==> config.mk <==
export PLATFORM = sky130hd
export DESIGN_NAME = ecc20_top
export DESIGN_NICKNAME = d
export VERILOG_FILES = /design/src/ecc_code_pkg.sv /design/src/ecc_bus_pkg.sv /design/src/ecc20_encoder.sv /design/src/ecc20_word_fifo.sv /design/src/ecc20_decoder.sv /design/src/ecc20_top.sv
export SDC_FILE = /design/constraint.sdc
export NUM_CORES = 1
export LEC_CHECK = 0
export ABC_AREA = 1
export BUFFER_PORTS_ARGS = -buffer_cell sky130_fd_sc_hd__buf_2
export CAP_MARGIN = 20
export CORE_ASPECT_RATIO = 0.9
export CORE_UTILIZATION = 50
export DETAILED_ROUTE_END_ITERATION = 7
export PLACE_DENSITY = 0.72
export SYNTH_ARGS = -nofsm -noshare
export SYNTH_HDL_FRONTEND = slang
export SYNTH_HIERARCHICAL = 1
export SYNTH_SLANG_ARGS = --single-unit
==> constraint.sdc <==
create_clock -name clk -period 4.7 [get_ports clk]
set_input_delay 0.47 -clock clk [delete_from_list [all_inputs] [get_ports clk]]
set_output_delay 0.47 -clock clk [all_outputs]
set_load 0.01 [all_outputs]
==> src/ecc_code_pkg.sv <==
package ecc_code_pkg;

    localparam int data_width = 20;
    localparam int parity_width = 6;
    localparam int code_width = data_width + parity_width;

    typedef logic [data_width-1:0] ecc_data_t;
    typedef logic [parity_width-1:0] ecc_parity_t;
    typedef logic [parity_width-1:0] ecc_syndrome_t;

    // Bits 0 to 19 hold the data and bits 20 to 25 the check bits.
    typedef struct packed {
        ecc_parity_t parity;
        ecc_data_t   data;
    } ecc_codeword_t;

    typedef enum logic [1:0] {
        ECC_CLEAN         = 2'b00,
        ECC_CORRECTED     = 2'b01,
        ECC_UNCORRECTABLE = 2'b10
    } ecc_status_e;

    // Data bits covered by each check bit.
    localparam ecc_data_t p0_cover = 20'hAAD5B;
    localparam ecc_data_t p1_cover = 20'h3366D;
    localparam ecc_data_t p2_cover = 20'h3C78E;
    localparam ecc_data_t p3_cover = 20'hC07F0;
    localparam ecc_data_t p4_cover = 20'hFF800;
    localparam ecc_data_t p5_cover = 20'h65CB7;

    function automatic ecc_parity_t ecc_encode(input ecc_data_t d);
        ecc_parity_t p;
        p[0] = ^(d & p0_cover);
        p[1] = ^(d & p1_cover);
        p[2] = ^(d & p2_cover);
        p[3] = ^(d & p3_cover);
        p[4] = ^(d & p4_cover);
        p[5] = ^(d & p5_cover); // Every data column has odd weight.
        return p;
    endfunction

endpackage

==> src/ecc_bus_pkg.sv <==
package ecc_bus_pkg;

    typedef enum logic {
        ECC_OP_CHECKED = 1'b0,
        ECC_OP_BYPASS  = 1'b1
    } ecc_op_e;

    typedef struct packed {
        ecc_op_e                             op;
        ecc_code_pkg::ecc_data_t             data;
        logic [ecc_code_pkg::code_width-1:0] flip_mask; // Bit i flips codeword bit i.
    } ecc_wr_req_t;

    typedef struct packed {
        ecc_op_e                     op;
        ecc_code_pkg::ecc_codeword_t code;
    } ecc_word_t;

    typedef struct packed {
        ecc_code_pkg::ecc_data_t     data;
        ecc_code_pkg::ecc_status_e   status;
        ecc_code_pkg::ecc_syndrome_t syndrome;
    } ecc_rsp_t;

endpackage

==> src/ecc20_encoder.sv <==
`timescale 1ns/10ps

module ecc20_encoder (
    input  logic                     clk,
    input  logic                     rst_n,
    input  logic                     req_valid,
    output logic                     req_ready,
    input  ecc_bus_pkg::ecc_wr_req_t req,
    output logic                     enc_valid,
    input  logic                     enc_ready,
    output ecc_bus_pkg::ecc_word_t   enc_word
);

    ecc_code_pkg::ecc_codeword_t clean_code;
    ecc_code_pkg::ecc_codeword_t stored_code;
    logic                        accept;

    assign clean_code.data = req.data;
    assign clean_code.parity = ecc_code_pkg::ecc_encode(req.data);

    // Injected faults land after encoding, as if the storage cells flipped.
    assign stored_code = ecc_code_pkg::ecc_codeword_t'(clean_code ^ req.flip_mask);

    assign req_ready = !enc_valid || enc_ready; // Register empty or draining this cycle.
    assign accept = req_valid && req_ready;

    always_ff @(posedge clk) begin
        if (!rst_n) begin
            enc_valid <= 1'b0;
        end else if (req_ready) begin
            enc_valid <= req_valid;
        end
    end

    always_ff @(posedge clk) begin
        if (accept) begin
            enc_word.op <= req.op;
            enc_word.code <= stored_code;
        end
    end

    a_enc_word_stable : assert property (
        @(posedge clk) disable iff (!rst_n)
        enc_valid && !enc_ready |=> enc_valid && $stable(enc_word)
    );

endmodule

==> src/ecc20_word_fifo.sv <==
`timescale 1ns/10ps

module ecc20_word_fifo #(
    parameter int fifo_depth = 4
) (
    input  logic                   clk,
    input  logic                   rst_n,
    input  logic                   enc_valid,
    output logic                   enc_ready,
    input  ecc_bus_pkg::ecc_word_t enc_word,
    output logic                   buf_valid,
    input  logic                   buf_ready,
    output ecc_bus_pkg::ecc_word_t buf_word
);

    localparam int addr_width = $clog2(fifo_depth);

    ecc_bus_pkg::ecc_word_t mem [fifo_depth];

    logic [addr_width:0] wr_ptr;
    logic [addr_width:0] rd_ptr;
    logic [addr_width:0] count;
    logic                full;
    logic                empty;
    logic                push;
    logic                pop;

    // The extra pointer bit tells a full buffer from an empty one.
    assign empty = wr_ptr == rd_ptr;
    assign full = (wr_ptr[addr_width] != rd_ptr[addr_width]) &&
                  (wr_ptr[addr_width-1:0] == rd_ptr[addr_width-1:0]);
    assign count = wr_ptr - rd_ptr;

    assign enc_ready = !full;
    assign buf_valid = !empty;
    assign push = enc_valid && enc_ready;
    assign pop = buf_valid && buf_ready;

    assign buf_word = mem[rd_ptr[addr_width-1:0]]; // Head is read without a register.

    always_ff @(posedge clk) begin
        if (push) begin
            mem[wr_ptr[addr_width-1:0]] <= enc_word;
        end
    end

    always_ff @(posedge clk) begin
        if (!rst_n) begin
            wr_ptr <= '0;
            rd_ptr <= '0;
        end else begin
            if (push) begin
                wr_ptr <= wr_ptr + 1'b1;
            end
            if (pop) begin
                rd_ptr <= rd_ptr + 1'b1;
            end
        end
    end

    a_count_bound : assert property (
        @(posedge clk) disable iff (!rst_n)
        int'(count) <= fifo_depth
    );

    a_ptr_order : assert property (
        @(posedge clk) disable iff (!rst_n)
        ##1 int'(count) == int'($past(count)) + int'($past(push)) - int'($past(pop))
    );

endmodule

==> src/ecc20_decoder.sv <==
`timescale 1ns/10ps

module ecc20_decoder (
    input  logic                   clk,
    input  logic                   rst_n,
    input  logic                   buf_valid,
    output logic                   buf_ready,
    input  ecc_bus_pkg::ecc_word_t buf_word,
    output logic                   rsp_valid,
    input  logic                   rsp_ready,
    output ecc_bus_pkg::ecc_rsp_t  rsp
);

    ecc_code_pkg::ecc_syndrome_t syndrome;
    ecc_code_pkg::ecc_data_t     fix_mask;
    ecc_code_pkg::ecc_status_e   status;
    ecc_bus_pkg::ecc_rsp_t       rsp_next;
    logic [4:0]                  bit_idx;
    logic                        bit_hit;
    logic                        take;

    assign syndrome = buf_word.code.parity ^ ecc_code_pkg::ecc_encode(buf_word.code.data);

    // Each data bit has its own syndrome column.
    always_comb begin
        bit_hit = 1'b1;
        bit_idx = 5'd0;
        case (syndrome)
            6'b100011: bit_idx = 5'd0;
            6'b100101: bit_idx = 5'd1;
            6'b100110: bit_idx = 5'd2;
            6'b000111: bit_idx = 5'd3;
            6'b101001: bit_idx = 5'd4;
            6'b101010: bit_idx = 5'd5;
            6'b001011: bit_idx = 5'd6;
            6'b101100: bit_idx = 5'd7;
            6'b001101: bit_idx = 5'd8;
            6'b001110: bit_idx = 5'd9;
            6'b101111: bit_idx = 5'd10;
            6'b110001: bit_idx = 5'd11;
            6'b110010: bit_idx = 5'd12;
            6'b010011: bit_idx = 5'd13;
            6'b110100: bit_idx = 5'd14;
            6'b010101: bit_idx = 5'd15;
            6'b010110: bit_idx = 5'd16;
            6'b110111: bit_idx = 5'd17;
            6'b111000: bit_idx = 5'd18;
            6'b011001: bit_idx = 5'd19;
            default:   bit_hit = 1'b0;
        endcase
    end

    assign fix_mask = bit_hit ? ecc_code_pkg::ecc_data_t'(1) << bit_idx : '0;

    always_comb begin
        if (syndrome == '0) begin
            status = ecc_code_pkg::ECC_CLEAN;
        end else if (bit_hit || $onehot(syndrome)) begin
            status = ecc_code_pkg::ECC_CORRECTED; // A lone check bit leaves the data as is.
        end else begin
            status = ecc_code_pkg::ECC_UNCORRECTABLE;
        end
    end

    always_comb begin
        rsp_next.syndrome = syndrome;
        if (buf_word.op == ecc_bus_pkg::ECC_OP_BYPASS) begin
            rsp_next.data = buf_word.code.data;
            rsp_next.status = ecc_code_pkg::ECC_CLEAN;
        end else begin
            rsp_next.data = buf_word.code.data ^ fix_mask;
            rsp_next.status = status;
        end
    end

    assign buf_ready = !rsp_valid || rsp_ready;
    assign take = buf_valid && buf_ready;

    always_ff @(posedge clk) begin
        if (!rst_n) begin
            rsp_valid <= 1'b0;
        end else if (buf_ready) begin
            rsp_valid <= buf_valid;
        end
    end

    always_ff @(posedge clk) begin
        if (take) begin
            rsp <= rsp_next;
        end
    end

    a_rsp_stable : assert property (
        @(posedge clk) disable iff (!rst_n)
        rsp_valid && !rsp_ready |=> rsp_valid && $stable(rsp)
    );

endmodule

==> src/ecc20_top.sv <==
`timescale 1ns/10ps

module ecc20_top #(
    parameter int fifo_depth = 4
) (
    input  logic                     clk,
    input  logic                     rst_n,
    input  logic                     req_valid,
    output logic                     req_ready,
    input  ecc_bus_pkg::ecc_wr_req_t req,
    output logic                     rsp_valid,
    input  logic                     rsp_ready,
    output ecc_bus_pkg::ecc_rsp_t    rsp
);

    logic                   enc_valid;
    logic                   enc_ready;
    ecc_bus_pkg::ecc_word_t enc_word;
    logic                   buf_valid;
    logic                   buf_ready;
    ecc_bus_pkg::ecc_word_t buf_word;

    ecc20_encoder i_encoder (
        .clk       (clk),
        .rst_n     (rst_n),
        .req_valid (req_valid),
        .req_ready (req_ready),
        .req       (req),
        .enc_valid (enc_valid),
        .enc_ready (enc_ready),
        .enc_word  (enc_word)
    );

    ecc20_word_fifo #(
        .fifo_depth (fifo_depth)
    ) i_fifo (
        .clk       (clk),
        .rst_n     (rst_n),
        .enc_valid (enc_valid),
        .enc_ready (enc_ready),
        .enc_word  (enc_word),
        .buf_valid (buf_valid),
        .buf_ready (buf_ready),
        .buf_word  (buf_word)
    );

    ecc20_decoder i_decoder (
        .clk       (clk),
        .rst_n     (rst_n),
        .buf_valid (buf_valid),
        .buf_ready (buf_ready),
        .buf_word  (buf_word),
        .rsp_valid (rsp_valid),
        .rsp_ready (rsp_ready),
        .rsp       (rsp)
    );

endmodule

==> results.cfg <==
[run]
drv_cap = 0

[clock_network]
cts_sinks = 173
clock_path_buffers = 2
tritoncts = built
insertion_delay_ps = 420
cts-htree-levels = 4
cts_made_buffers = 17
clk_pin_slew_ps = 70
cts-root-buf = clkbuf_16
cts_hold_buf = 0

[synthesis]
synth_common_cells = nand2_1, edfxtp_1, nor2_1
synth_top_cells_by_area = edfxtp_1, nand2_1, nor2_1
post_synth_num_cell_types = 40
yosysTopAreaCellShare_pct = 51.3
synth_area_um2 = 9540
ys_ff_latch = 173
postSynthAreaPerCell_um2 = 8.83
synth_nets = 1144
yosysSeqAreaShare_pct = 53.4
synth-async-reset-ratio_pct = 0
synth.largest_area_cell = edfxtp_1
netlist_instances = 1081
synth_edf_count = 163
synth_most_common_cell = nand2_1
ys.flop_type = edfxtp_1
ys_warn_count = 6

[timing]
fin_skew_ps = 7.74
finalHoldViolations = 0
tightest_slew_ps = 942
setup_viol = 0
hold_ws_ps = 217
maxSlewViolCount = 0
max_slew_margin_pct = 37.0
timing.final.ws_setup_ps = 360
min_period_over_period_pct = 92.3
finalCriticalPeriod_ps = 4340
rsz0062_at_grt = no
tns_ps = 0
max_freq_mhz = 230

[grt]
grt_use_total_pct = 22.7
grt_pass1_vias = 6959
antenna_found_initial = 0
gr-total-overflow = 0
grt_pass1_wl_um = 34200
grt_max_degree = 29

[hold_path]
hp-class = input port to flip-flop
holdPathStages = 1

[critical_path]
start_kind = flip-flop
r2r_cells = 17
cp-end-kind = flip-flop
cp_cell_sequence = inv_2 > buf_4 > o21ai_0 > o22ai_1 > inv_1 > nand2_1 > nand2_1 > xor2_1 > xnor2_1 > xor2_1 > fa_1 > fa_1 > nor2_1 > fa_1 > nor2_1 > a31oi_1 > nor2b_1
regToRegSetupSlack_ps = 360
required_ps = 4870
slowest_delay_ps = 480
slowest_stage = fa_1
cpMostUsedCell = fa_1
cp_max_fo = 25
arrival_ps = 4510
critPathKind = flip-flop to flip-flop

[cells_and_area]
nNetsFinal = 1252
syn2layout_area_growth_pct = 15.4
regArea_um2 = 5100
antennaDiodeCount = 0
drive_above_1_share_pct = 19.8
nFillCells = 1572
multiInputGateArea_um2 = 3940
post-route-util_pct = 59.5

[placed_design]
hpwl_um = 15500
gp_congestion = 0.943
pre_cts_slack_ps = 268
port_buffers = 80

[floorplanning]
core-area_um2 = 18500
io_pins = 81
start_util_pct = 51.5
fp.dieH_um = 133
die_area_um2 = 19600
die_w_um = 148
std_cell_rows = 47

[drt]
drtIter0Drc = 620
num_vias = 7460
dr.pass1.iters = 6
wl_um = 20800
via_per_inst = 5.16
ant_nets = 0
wl_per_cell_um = 14.4
drc = 0

[status]
status = completed
-- what timing repair did --
item / in CTS / in global routing
resized for setup: 0 / 6
endpoints found under the setup margin: 0 / 15
hold endpoints to repair: 0 / 0
setup buffers: 0 / 0
-- through the flow --
| step | std cells | area (µm²) |
|---|---|---|
| after floorplan | 1081 | 9540 |
| after global placement | 1415 | 10400 |
| after detailed placement | 1415 | 10400 |
| after CTS | 1447 | 11000 |
| after global routing | 1447 | 11000 |
| final | 1447 | 11000 |
-- logic make-up (layout without fill, tap and decap cells) --
family | Yosys count | after routing | synth area share (%)
xor gates and xnor gates | 52 | 52 | 4.85
adders and majority gates | 12 | 12 | 1.81
and+or+nand+nor | 593 | 593 | 27.4
AOI/OAI and AO/OA | 113 | 113 | 6.53
DFF | 173 | 173 | 53.4
buffers and inverters | 138 | 259 | 6.00
-- sequential cells by signal, summed over array words and instances (netlist names), named ones only --
name,cells
i_decoder/rsp_valid,1
i_fifo/mem,108
i_fifo/rd_ptr,3
i_decoder/rsp,28
i_encoder/enc_valid,1
i_encoder/enc_word,27
i_fifo/wr_ptr,3
-- cell usage in the layout (no fill, tap or decap), types with 9 or more instances in the layout --
| cell type | instances |
|---|---|
| nand2_1 | 331 |
| edfxtp_1 | 163 |
| nor2_1 | 117 |
| inv_1 | 90 |
| buf_2 | 80 |
| nand3_1 | 69 |
| o21ai_0 | 58 |
| xor2_1 | 39 |
| buf_4 | 30 |
| nand2_2 | 26 |
| o22ai_1 | 24 |
| inv_2 | 23 |
| clkbuf_16 | 17 |
| xnor2_1 | 12 |
| nor2_2 | 12 |
| o21ai_1 | 10 |
| nand3_2 | 9 |
| ha_1 | 9 |
| dfxtp_1 | 9 |
-- worst paths after layout --
kind	start	endpoint
setup / recovery	flip-flop	i_decoder/rsp[7]$_SDFFCE_PP0P_
hold / removal	req[46]	i_encoder/enc_word[26]$_DFFE_PP_
setup reg to reg	flip-flop	i_decoder/rsp[7]$_SDFFCE_PP0P_
hold reg to reg	i_encoder/enc_word[19]$_DFFE_PP_	i_fifo/mem[0][19]$_DFFE_PP_
-- worst max-delay path: cells and delay by family (launching register included) --
kind            cells  cell delay (ps)
fa+ha+maj           3             1370
buf+inv             3              660
flops               1              350
simple gates        5              590
xor+xnor            3              580
compound gates      3              530
-- metal layers --
| metal | track usage [%] | wire length (µm) | share of wire, % | vias up |
|---|---|---|---|---|
| met5 | 0 | 0 | 0 | - |
| met4 | 9.39 | 518 | 2.5 | 0 |
| met3 | 3.90 | 1230 | 5.9 | 36 |
| met2 | 38.5 | 9980 | 48 | 276 |
| met1 | 28.8 | 9100 | 44 | 3385 |
| li1 | - | - | - | 3763 |
-- layout make-up --
class / count / area share [%]
well taps: 245 / 2.78
flip-flops and latches: 173 / 46.3
inverters: 116 / 3.98
clock inverters: 14 / 1.56
multi-input cells: 770 / 35.7
repair buffers: 111 / 5.78
clock buffers: 18 / 3.90
Power is left out: the tool's default activity adds up to more than one toggle a clock period on the data nets, which glitch-free logic cannot reach.
